`src/rtl/matrix_pkg.sv`:
```
`default_nettype none

package matrix_pkg;

    typedef logic [1:0]  slot_t;    // Slot index
    typedef logic [2:0]  dim_t;     // Row or column count or index
    typedef logic [3:0]  elem_t;
    typedef logic [15:0] number_t;  // Saturates at all ones

    localparam int MAX_DIM   = 5;
    localparam int MAX_ELEM  = 9;
    localparam int NUM_SLOTS = 4;

    // 115200 baud from a 50 MHz clock
    localparam int CLKS_PER_BIT    = 434;
    localparam int ERR_HOLD_CYCLES = 25_000_000;  // Half a second

    localparam logic [7:0] ASCII_ZERO     = 8'h30;
    localparam logic [7:0] ASCII_SPACE    = 8'h20;
    localparam logic [7:0] ASCII_LF       = 8'h0A;
    localparam logic [7:0] ASCII_CR       = 8'h0D;
    localparam logic [7:0] ASCII_COMMA    = 8'h2C;
    localparam logic [7:0] ASCII_LBRACKET = 8'h5B;
    localparam logic [7:0] ASCII_RBRACKET = 8'h5D;

    typedef enum logic [1:0] {
        ENTRY_ROWS,
        ENTRY_COLS,
        ENTRY_ELEMS
    } entry_state_t;

    typedef enum logic [2:0] {
        PR_IDLE,
        PR_OPEN,
        PR_READ,
        PR_DIGIT,
        PR_SEP,
        PR_CLOSE,
        PR_LF
    } print_state_t;

endpackage

`default_nettype wire

```
`src/rtl/matrix_ifs.sv`:
```
`timescale 1ns/1ps
`default_nettype none

// Entry controller to store
interface mat_wr_if;
    matrix_pkg::slot_t slot;
    matrix_pkg::dim_t  row;
    matrix_pkg::dim_t  col;
    matrix_pkg::elem_t data;
    logic              we;
    matrix_pkg::dim_t  dim_m;
    matrix_pkg::dim_t  dim_n;
    logic              dim_we;   // Also marks the slot's elements unwritten

    modport writer (
        output slot, row, col, data, we, dim_m, dim_n, dim_we
    );
    modport store (
        input slot, row, col, data, we, dim_m, dim_n, dim_we
    );
endinterface

// Printer to store with rdata one cycle after the address
interface mat_rd_if;
    matrix_pkg::slot_t slot;
    matrix_pkg::dim_t  row;
    matrix_pkg::dim_t  col;
    matrix_pkg::elem_t rdata;
    matrix_pkg::dim_t  dim_m;    // Follows slot directly
    matrix_pkg::dim_t  dim_n;

    modport printer (
        output slot, row, col,
        input  rdata, dim_m, dim_n
    );
    modport store (
        input  slot, row, col,
        output rdata, dim_m, dim_n
    );
endinterface

`default_nettype wire

```
`src/rtl/uart_rx.sv`:
```
`timescale 1ns/1ps
`default_nettype none

module uart_rx (
    input  logic       clk,
    input  logic       rst_n,
    input  logic       rxd,
    output logic [7:0] rx_data,
    output logic       rx_valid
);

    typedef enum logic [1:0] {RX_IDLE, RX_START, RX_DATA, RX_STOP} rx_state_t;

    rx_state_t state;
    logic      rxd_meta;
    logic      rxd_sync;
    logic      half_end;
    logic      bit_end;
    logic [2:0] bit_idx;
    logic [$clog2(matrix_pkg::CLKS_PER_BIT)-1:0] baud_cnt;

    assign half_end = (baud_cnt == matrix_pkg::CLKS_PER_BIT / 2 - 1);
    assign bit_end  = (baud_cnt == matrix_pkg::CLKS_PER_BIT - 1);

    always_ff @(posedge clk or negedge rst_n) begin
        if (!rst_n) begin
            rxd_meta <= 1'b1;  // Line idles high
            rxd_sync <= 1'b1;
        end else begin
            rxd_meta <= rxd;
            rxd_sync <= rxd_meta;
        end
    end

    always_ff @(posedge clk or negedge rst_n) begin
        if (!rst_n) begin
            state    <= RX_IDLE;
            baud_cnt <= '0;
            bit_idx  <= '0;
            rx_valid <= 1'b0;
        end else begin
            rx_valid <= 1'b0;
            baud_cnt <= baud_cnt + 1'b1;
            case (state)
                RX_IDLE: begin
                    baud_cnt <= '0;
                    if (!rxd_sync) state <= RX_START;
                end
                RX_START: if (half_end) begin
                    baud_cnt <= '0;
                    bit_idx  <= '0;
                    state    <= rxd_sync ? RX_IDLE : RX_DATA;  // High again means a glitch
                end
                RX_DATA: if (bit_end) begin
                    baud_cnt <= '0;
                    bit_idx  <= bit_idx + 1'b1;
                    if (bit_idx == 3'd7) state <= RX_STOP;
                end
                RX_STOP: if (bit_end) begin
                    rx_valid <= rxd_sync;  // Framing error drops the byte
                    state    <= RX_IDLE;
                end
                default: state <= RX_IDLE;
            endcase
        end
    end

    // LSB arrives first
    always_ff @(posedge clk) begin
        if (state == RX_DATA && bit_end) rx_data <= {rxd_sync, rx_data[7:1]};
    end

    a_rx_valid_pulse: assert property (@(posedge clk) disable iff (!rst_n)
        rx_valid |=> !rx_valid);

endmodule

`default_nettype wire

```
`src/rtl/number_parser.sv`:
```
`timescale 1ns/1ps
`default_nettype none

module number_parser (
    input  logic                clk,
    input  logic                rst_n,
    input  logic [7:0]          rx_data,
    input  logic                rx_valid,
    output matrix_pkg::number_t number,
    output logic                number_valid
);

    matrix_pkg::number_t value;
    logic        seen;        // At least one digit since the last separator
    logic [7:0]  digit;
    logic        is_digit;
    logic        is_sep;
    logic [19:0] next_value;  // Holds 65535 * 10 + 9

    assign digit    = rx_data - matrix_pkg::ASCII_ZERO;
    assign is_digit = (rx_data >= matrix_pkg::ASCII_ZERO) && (digit <= 8'd9);
    assign is_sep   = (rx_data == matrix_pkg::ASCII_SPACE) || (rx_data == matrix_pkg::ASCII_COMMA)
                   || (rx_data == matrix_pkg::ASCII_CR) || (rx_data == matrix_pkg::ASCII_LF);
    assign next_value = {4'd0, value} * 20'd10 + {12'd0, digit};

    always_ff @(posedge clk or negedge rst_n) begin
        if (!rst_n) begin
            value        <= '0;
            seen         <= 1'b0;
            number       <= '0;
            number_valid <= 1'b0;
        end else begin
            number_valid <= 1'b0;
            if (rx_valid && is_digit) begin
                seen  <= 1'b1;
                value <= (next_value > 20'hFFFF) ? '1 : next_value[15:0];
            end else if (rx_valid && is_sep) begin
                value <= '0;
                seen  <= 1'b0;
                if (seen) begin
                    number       <= value;
                    number_valid <= 1'b1;
                end
            end
        end
    end

endmodule

`default_nettype wire

```
`src/rtl/matrix_entry.sv`:
```
`timescale 1ns/1ps
`default_nettype none

module matrix_entry (
    input  logic                clk,
    input  logic                rst_n,
    input  logic                mode,        // 1 is display
    input  matrix_pkg::slot_t   slot_sel,
    input  matrix_pkg::number_t number,
    input  logic                number_valid,
    mat_wr_if.writer            wr,
    output logic                err_led
);

    matrix_pkg::entry_state_t state;
    logic              mode_d;
    matrix_pkg::slot_t slot_q;
    matrix_pkg::dim_t  m_q;
    matrix_pkg::dim_t  n_q;
    matrix_pkg::dim_t  row;
    matrix_pkg::dim_t  col;
    logic [4:0]        remaining;  // Elements still expected
    logic              dim_ok;
    logic              num_ok;
    logic [$clog2(matrix_pkg::ERR_HOLD_CYCLES + 1)-1:0] err_cnt;

    assign dim_ok = (number >= 16'd1) && (number <= matrix_pkg::MAX_DIM);
    assign num_ok = (state == matrix_pkg::ENTRY_ELEMS) ? (number <= matrix_pkg::MAX_ELEM) : dim_ok;
    assign err_led = (err_cnt != '0);

    // Slot and dimensions are already stable when the store samples them
    assign wr.slot  = slot_q;
    assign wr.dim_m = m_q;
    assign wr.dim_n = n_q;

    // Address and data of the element taken this cycle
    always_ff @(posedge clk) begin
        wr.row  <= row;
        wr.col  <= col;
        wr.data <= matrix_pkg::elem_t'(number);
    end

    always_ff @(posedge clk or negedge rst_n) begin
        if (!rst_n) begin
            state     <= matrix_pkg::ENTRY_ROWS;
            mode_d    <= 1'b0;
            slot_q    <= '0;
            m_q       <= '0;
            n_q       <= '0;
            row       <= '0;
            col       <= '0;
            remaining <= '0;
            err_cnt   <= '0;
            wr.we     <= 1'b0;
            wr.dim_we <= 1'b0;
        end else begin
            mode_d    <= mode;
            wr.we     <= 1'b0;
            wr.dim_we <= 1'b0;
            if (err_cnt != '0) err_cnt <= err_cnt - 1'b1;

            if (mode || (mode != mode_d)) begin
                state <= matrix_pkg::ENTRY_ROWS;  // Numbers in display mode are dropped
            end else if (number_valid && !num_ok) begin
                err_cnt <= matrix_pkg::ERR_HOLD_CYCLES[$bits(err_cnt)-1:0];
            end else if (number_valid) begin
                case (state)
                    matrix_pkg::ENTRY_ROWS: begin
                        m_q    <= number[2:0];
                        slot_q <= slot_sel;
                        state  <= matrix_pkg::ENTRY_COLS;
                    end
                    matrix_pkg::ENTRY_COLS: begin
                        n_q       <= number[2:0];
                        wr.dim_we <= 1'b1;
                        remaining <= m_q * number[2:0];
                        row       <= '0;
                        col       <= '0;
                        state     <= matrix_pkg::ENTRY_ELEMS;
                    end
                    default: begin
                        wr.we     <= 1'b1;
                        remaining <= remaining - 1'b1;
                        if (col == n_q - 1'b1) begin  // Row-major wrap
                            col <= '0;
                            row <= row + 1'b1;
                        end else begin
                            col <= col + 1'b1;
                        end
                        if (remaining == 5'd1) state <= matrix_pkg::ENTRY_ROWS;
                    end
                endcase
            end
        end
    end

    a_we_col: assert property (@(posedge clk) disable iff (!rst_n)
        wr.we |-> (wr.col < n_q));

endmodule

`default_nettype wire

```
`src/rtl/matrix_store.sv`:
```
`timescale 1ns/1ps
`default_nettype none

module matrix_store (
    input  logic     clk,
    input  logic     rst_n,
    mat_wr_if.store  wr,
    mat_rd_if.store  rd
);

    matrix_pkg::elem_t mem [matrix_pkg::NUM_SLOTS][matrix_pkg::MAX_DIM][matrix_pkg::MAX_DIM];
    logic [matrix_pkg::MAX_DIM-1:0][matrix_pkg::MAX_DIM-1:0] written [matrix_pkg::NUM_SLOTS];
    matrix_pkg::dim_t dim_m_q [matrix_pkg::NUM_SLOTS];
    matrix_pkg::dim_t dim_n_q [matrix_pkg::NUM_SLOTS];

    always_ff @(posedge clk) begin
        if (wr.we) mem[wr.slot][wr.row][wr.col] <= wr.data;
    end

    // Per-slot dimensions and written flags
    always_ff @(posedge clk or negedge rst_n) begin
        if (!rst_n) begin
            for (int s = 0; s < matrix_pkg::NUM_SLOTS; s++) begin
                written[s] <= '0;
                dim_m_q[s] <= '0;
                dim_n_q[s] <= '0;
            end
        end else if (wr.dim_we) begin
            written[wr.slot] <= '0;  // New matrix clears its old elements
            dim_m_q[wr.slot] <= wr.dim_m;
            dim_n_q[wr.slot] <= wr.dim_n;
        end else if (wr.we) begin
            written[wr.slot][wr.row][wr.col] <= 1'b1;
        end
    end

    // Unwritten elements read as zero
    always_ff @(posedge clk) begin
        rd.rdata <= written[rd.slot][rd.row][rd.col] ? mem[rd.slot][rd.row][rd.col] : '0;
    end

    assign rd.dim_m = dim_m_q[rd.slot];
    assign rd.dim_n = dim_n_q[rd.slot];

    a_wr_addr: assert property (@(posedge clk) disable iff (!rst_n)
        wr.we |-> (wr.row < matrix_pkg::MAX_DIM) && (wr.col < matrix_pkg::MAX_DIM));

endmodule

`default_nettype wire

```
`src/rtl/matrix_printer.sv`:
```
`timescale 1ns/1ps
`default_nettype none

module matrix_printer (
    input  logic              clk,
    input  logic              rst_n,
    input  logic              mode,
    input  matrix_pkg::slot_t slot_sel,
    input  logic              btn_confirm,
    input  logic              tx_busy,
    mat_rd_if.printer         rd,
    output logic [7:0]        tx_data,
    output logic              tx_start
);

    matrix_pkg::print_state_t state;
    logic              btn_meta;
    logic              btn_sync;
    logic              btn_prev;
    logic              btn_rise;
    logic              tx_ready;
    matrix_pkg::slot_t slot_q;
    matrix_pkg::dim_t  row;
    matrix_pkg::dim_t  col;

    assign btn_rise = btn_sync && !btn_prev;
    assign tx_ready = !tx_busy && !tx_start;  // tx_busy lags tx_start by a cycle

    assign rd.slot = slot_q;
    assign rd.row  = row;
    assign rd.col  = col;

    always_ff @(posedge clk or negedge rst_n) begin
        if (!rst_n) begin
            state    <= matrix_pkg::PR_IDLE;
            btn_meta <= 1'b0;
            btn_sync <= 1'b0;
            btn_prev <= 1'b0;
            slot_q   <= '0;
            row      <= '0;
            col      <= '0;
            tx_data  <= '0;
            tx_start <= 1'b0;
        end else begin
            btn_meta <= btn_confirm;
            btn_sync <= btn_meta;
            btn_prev <= btn_sync;
            tx_start <= 1'b0;
            case (state)
                matrix_pkg::PR_IDLE: if (btn_rise && mode) begin
                    slot_q <= slot_sel;
                    row    <= '0;
                    col    <= '0;
                    state  <= matrix_pkg::PR_OPEN;
                end
                matrix_pkg::PR_OPEN: if (tx_ready) begin
                    tx_data  <= matrix_pkg::ASCII_LBRACKET;
                    tx_start <= 1'b1;
                    if (rd.dim_m == '0 || rd.dim_n == '0) state <= matrix_pkg::PR_CLOSE;
                    else state <= matrix_pkg::PR_READ;
                end
                matrix_pkg::PR_READ: state <= matrix_pkg::PR_DIGIT;  // Store read latency
                matrix_pkg::PR_DIGIT: if (tx_ready) begin
                    tx_data  <= matrix_pkg::ASCII_ZERO + {4'd0, rd.rdata};
                    tx_start <= 1'b1;
                    state    <= matrix_pkg::PR_SEP;
                end
                // ------------------------------------------------------------------------
                // Space within a row, line feed between rows
                matrix_pkg::PR_SEP: if (tx_ready) begin
                    if (col != rd.dim_n - 1'b1) begin
                        tx_data  <= matrix_pkg::ASCII_SPACE;
                        tx_start <= 1'b1;
                        col      <= col + 1'b1;
                        state    <= matrix_pkg::PR_READ;
                    end else if (row != rd.dim_m - 1'b1) begin
                        tx_data  <= matrix_pkg::ASCII_LF;
                        tx_start <= 1'b1;
                        row      <= row + 1'b1;
                        col      <= '0;
                        state    <= matrix_pkg::PR_READ;
                    end else begin
                        state <= matrix_pkg::PR_CLOSE;
                    end
                end
                matrix_pkg::PR_CLOSE: if (tx_ready) begin
                    tx_data  <= matrix_pkg::ASCII_RBRACKET;
                    tx_start <= 1'b1;
                    state    <= matrix_pkg::PR_LF;
                end
                matrix_pkg::PR_LF: if (tx_ready) begin
                    tx_data  <= matrix_pkg::ASCII_LF;
                    tx_start <= 1'b1;
                    state    <= matrix_pkg::PR_IDLE;
                end
                default: state <= matrix_pkg::PR_IDLE;
            endcase
        end
    end

    a_start_not_busy: assert property (@(posedge clk) disable iff (!rst_n)
        $rose(tx_start) |-> !tx_busy);

endmodule

`default_nettype wire

```
`src/rtl/uart_tx.sv`:
```
`timescale 1ns/1ps
`default_nettype none

module uart_tx (
    input  logic       clk,
    input  logic       rst_n,
    input  logic [7:0] tx_data,
    input  logic       tx_start,
    output logic       txd,
    output logic       tx_busy
);

    logic [9:0] frame;    // Start, data and stop bits leave from bit 0
    logic [3:0] bit_cnt;
    logic [$clog2(matrix_pkg::CLKS_PER_BIT)-1:0] baud_cnt;

    assign txd = frame[0];

    always_ff @(posedge clk or negedge rst_n) begin
        if (!rst_n) begin
            frame    <= '1;  // Idle high
            bit_cnt  <= '0;
            baud_cnt <= '0;
            tx_busy  <= 1'b0;
        end else if (!tx_busy) begin
            if (tx_start) begin
                frame    <= {1'b1, tx_data, 1'b0};
                bit_cnt  <= '0;
                baud_cnt <= '0;
                tx_busy  <= 1'b1;
            end
        end else if (baud_cnt == matrix_pkg::CLKS_PER_BIT - 1) begin
            baud_cnt <= '0;
            frame    <= {1'b1, frame[9:1]};
            bit_cnt  <= bit_cnt + 1'b1;
            if (bit_cnt == 4'd9) tx_busy <= 1'b0;  // End of stop bit
        end else begin
            baud_cnt <= baud_cnt + 1'b1;
        end
    end

endmodule

`default_nettype wire

```
`src/rtl/matrix_console.sv`:
```
`timescale 1ns/1ps
`default_nettype none

module matrix_console (
    input  logic              clk,
    input  logic              rst_n,
    input  logic              uart_rxd,
    output logic              uart_txd,
    input  logic              mode,        // 0 entry, 1 display
    input  matrix_pkg::slot_t slot_sel,
    input  logic              btn_confirm,
    output logic              err_led
);

    logic [7:0]          rx_data;
    logic                rx_valid;
    matrix_pkg::number_t number;
    logic                number_valid;
    logic [7:0]          tx_data;
    logic                tx_start;
    logic                tx_busy;

    mat_wr_if wr_bus ();
    mat_rd_if rd_bus ();

    // ------------------------------------------------------------------------
    // Input side
    uart_rx u_rx (
        .clk, .rst_n, .rxd(uart_rxd), .rx_data, .rx_valid
    );

    number_parser u_parser (
        .clk, .rst_n, .rx_data, .rx_valid, .number, .number_valid
    );

    matrix_entry u_entry (
        .clk, .rst_n, .mode, .slot_sel, .number, .number_valid,
        .wr(wr_bus.writer), .err_led
    );

    // ------------------------------------------------------------------------
    // Store
    matrix_store u_store (
        .clk, .rst_n, .wr(wr_bus.store), .rd(rd_bus.store)
    );

    // ------------------------------------------------------------------------
    // Output side
    matrix_printer u_printer (
        .clk, .rst_n, .mode, .slot_sel, .btn_confirm, .tx_busy,
        .rd(rd_bus.printer), .tx_data, .tx_start
    );

    uart_tx u_tx (
        .clk, .rst_n, .tx_data, .tx_start, .txd(uart_txd), .tx_busy
    );

endmodule

`default_nettype wire

```
`config.mk`:
```
export PLATFORM = sky130hd
export DESIGN_NAME = matrix_console
export DESIGN_NICKNAME = d
export VERILOG_FILES = /design/src/rtl/matrix_pkg.sv /design/src/rtl/matrix_ifs.sv /design/src/rtl/uart_rx.sv /design/src/rtl/number_parser.sv /design/src/rtl/matrix_entry.sv /design/src/rtl/matrix_store.sv /design/src/rtl/matrix_printer.sv /design/src/rtl/uart_tx.sv /design/src/rtl/matrix_console.sv
export SDC_FILE = /design/constraint.sdc
export NUM_CORES = 1
export LEC_CHECK = 0
export BUFFER_PORTS_ARGS = -buffer_cell sky130_fd_sc_hd__buf_2
export CORE_MARGIN = 2
export CORE_UTILIZATION = 55
export DETAILED_ROUTE_END_ITERATION = 7
export PLACE_DENSITY = 0.75
export SYNTH_ARGS = -nofsm -noshare
export SYNTH_HDL_FRONTEND = slang
export SYNTH_SLANG_ARGS = --single-unit
```
`constraint.sdc`:
```
create_clock -name clk -period 3.91 [get_ports clk]
set_clock_uncertainty 0.15 [all_clocks]
set_input_delay 0.9775 -clock clk [delete_from_list [all_inputs] [get_ports clk]]
set_output_delay 0.9775 -clock clk [all_outputs]
set_load 0.02 [all_outputs]
```
==> results.toml <==
[worst_setup_path]
worstReg2RegEnd = "u_parser.value[2]"
crit_path_frequent_cell = "a21oi_2"
crit_buf_inv = 1
required_ps = 4300
critPathMaxFanout = 16
crit_path_top_delay_cell = "or4_1"
crit_family = "adder cells"
crit_arrival_ps = 4140
crit_path_end_kind = "flop"
rr_worst_depth = 12
r2r_slack_ps = 160
cpPeakStageDelay_ps = 510
worstPathCellList = "ha_1, ha_2, fa_2, ha_4, o21a_1, a21oi_2, a2111oi_4, nand3_2, or4_1, o2111a_2, buf_12, a21oi_2"
worstSetupPathType = "flop to flop"
path_depth = 12
crit_start = "u_parser.value[3]"
r2r_start = "u_parser.value[3]"
crit_path_end = "u_parser.value[2]"
start_kind = "flop"

[cells_and_area]
seqCellArea_mm2 = 0.0193
stdcell_area_mm2 = 0.0337
fin_cells = 2897
final_common_cell = "edfxtp_1"
drive_gt1_share_pct = 19.9
n_antenna_cell = 0
layout_common_cells = "edfxtp_1, nor2_1, dfrtp_1"
fill_cells = 3800
synthToLayoutAreaGrowth_pct = 11.3
multi_input_area_mm2 = 0.0105
finalNetCount = 2223
final_core_util_pct = 62.2

[timing]
post-route-period-util_pct = 96.0
rsz0062_at_grt = "true"
maxSlewViolCount = 0
slew_headroom_pct = 8.91
period_needed_ps = 3750
hold_viol = 0
worstMarginPinSlew_ps = 1370
setup_viol = 0
hold_ws_ps = 156
max_freq_ghz = 0.266

[synth]
synth.distinct_cells = 67
yosys_most_used_dff = "edfxtp_1"
synth_seq_cells = 691
syn_avg_cell_area_um2 = 14.3
synthArstFlopShare_pct = 38.9
seq_area_frac_synth_pct = 63.8
yosys_warnings = 0
mappedNetlistNets = 2186
syn_inst = 2107
syn_area_mm2 = 0.0302
synth-edff-count = 408

[floorplanning]
die_w_um = 238
io_pins = 9
core-area_mm2 = 0.0541
rows = 85
start_util_pct = 55.8
fp.dieH_um = 238
die-area_mm2 = 0.0569

[clock_tree]
cts-root-buf = "clkbuf_16"
htree_levels = 3
insertion_delay_ps = 620
numCtsBuffers = 70
tritoncts = "built"
cts.sinks = 691
hold_buffers = 0
cts_buffer_depth = 3
cts.clk_slew.worst_paths_ps = 60

[min_path]
min_path_type = "primary input to async pin"

[global_routing]
grt_overflow = 0
first_global_vias = 18275
grt_max_degree = 101
antenna_found_initial = 0
grt_usage_pct = 23.0
grt_pass1_wl_um = 101000

[power_and_ir_drop]
ir_drop_uv = 350
p_leak_nw = 13.7
p_per_area_mw_per_mm2 = 502
power.total_mw = 16.9

[route]
drt.antenna.violating_nets = 0
routed_wl_um = 63400
vias = 17782
routed_via_density = 6.14
drtIter0Drc = 1728
first_pass_iters = 5
routedWlPerCell_um = 21.9
remaining_drc_errors = 0

[run_status]
outcome = "finished, final reports clean"

[placement]
io_buffer_count = 8
dp_hpwl_um = 39500
placed_area_mm2 = 0.0312
gp_congestion = 0.824
dp.cells = 2765

[flow_run]
cap_violations = 0
==> cell usage after synthesis, drive strengths merged (5+ instances only) <==
| library cell | n | area, um2 |
|---|---|---|
| and2 | 9 | 56.3 |
| nand3 | 27 | 140 |
| dfrtp | 258 | 6460 |
| edfxtp | 408 | 12300 |
| ha | 68 | 851 |
| mux4 | 157 | 3540 |
| nor4 | 10 | 62.6 |
| nor3 | 28 | 145 |
| and3 | 11 | 68.8 |
| clkbuf | 63 | 238 |
| buf | 33 | 156 |
| nand2 | 117 | 442 |
| a21o | 8 | 60.1 |
| nand3b | 6 | 45.0 |
| o21ai | 75 | 379 |
| nand4 | 6 | 37.5 |
| xor2 | 26 | 228 |
| inv | 48 | 180 |
| xnor2 | 40 | 350 |
| or3 | 12 | 75.1 |
| mux2 | 51 | 574 |
| nor2b | 9 | 56.3 |
| a21oi | 177 | 998 |
| o211ai | 13 | 103 |
| or2 | 6 | 37.5 |
| o22ai | 5 | 31.3 |
| dfxtp | 14 | 280 |
| mux2i | 23 | 230 |
| dfstp | 11 | 289 |
| nand2b | 22 | 138 |
| nor2 | 305 | 1140 |
==> layer usage <==
layer  global-route usage [%]  vias up  routed length [um]
met1                     31.0     9068               25900
met4                     6.84        0                1660
met5                        0        -                   0
met2                     38.5      676               31700
li1                         -     7931                   -
met3                     4.27      107                4220
==> how the worst min path moves through the flow <==
stage / end / start / slack (ps)
after detailed placement: u_rx.rxd_sync / u_rx.rxd_meta / 200
after global routing: u_entry.err_cnt[8] / rst_n / 190
final: u_entry.err_cnt[8] / rst_n / 160
after global placement: u_printer.btn_sync / u_printer.btn_meta / 190
after CTS: u_entry.err_cnt[8] / rst_n / 160
after floorplan: u_printer.btn_sync / u_printer.btn_meta / 180
==> worst register-to-register path, delay by kind of cell (launching register included) <==
| family | cells | cell delay [ps] |
|---|---|---|
| AOI/OAI and AO/OA | 5 | 1010 |
| adders and majority gates | 4 | 1290 |
| buffers and inverters | 1 | 170 |
| DFF | 1 | 420 |
| and+or+nand+nor | 2 | 630 |
==> metrics by stage <==
step                      TNS [ps]  worst slack, ps
after floorplan                  0             59.4
after global placement           0             69.0
after detailed placement         0             4.01
after CTS                        0             10.1
after global routing         -7.57            -6.56
final                            0              157
==> area by class of cell <==
type / instances / share of cell area, %
clock buffer: 98 / 5.79
clock inverter: 31 / 1.15
inverter: 48 / 0.535
multi-input combinational: 1272 / 31.1
sequential: 691 / 57.3
tap: 696 / 2.59
timing repair buffer: 61 / 1.48
==> repair_timing <==
action	in CTS	in global routing
gates cloned	0	0
endpoints found under the hold margin	0	0
setup endpoints to repair	5	17
gates resized for setup	4	13
pin swaps	1	4
setup buffers	2	1
==> kinds of logic (layout without fill, tap and decap cells) <==
group / Yosys count / count (layout) / share of synthesized area [%]
AOI/OAI and AO/OA: 319 / 319 / 6.44
and+or+nand+nor: 584 / 584 / 8.55
buffers and inverters: 144 / 238 / 1.90
DFF: 691 / 691 / 63.8
adders and majority gates: 72 / 72 / 3.08
xor gates and xnor gates: 66 / 66 / 1.91
muxes: 231 / 231 / 14.4
==> state kept, by name, indices dropped and copies added, names as in the netlist, 4 cells and up, named ones only <==
register           cells
u_store.dim_n_q       12
u_rx.rx_data           8
u_store.dim_m_q       12
u_store.written      100
u_tx.bit_cnt           4
u_printer.tx_data      7
u_tx.baud_cnt          9
u_parser.number       16
u_store.mem          400
u_store.rd.rdata       4
u_entry.wr.data        4
u_tx.frame             9
u_entry.err_cnt       25
u_entry.remaining      5
u_rx.baud_cnt          9
u_parser.value        16
==> power by group <==
| group | total (mW) | leakage [nW] | switching (mW) | internal, mW |
|---|---|---|---|---|
| logic | 2.00 | 4.19 | 1.12 | 0.876 |
| clock network | 6.74 | 1.13 | 2.81 | 3.93 |
| registers | 8.14 | 8.35 | 0.303 | 7.84 |
| total | 16.9 | 13.7 | 4.23 | 12.6 |
(Power assumes the default switching activity.)
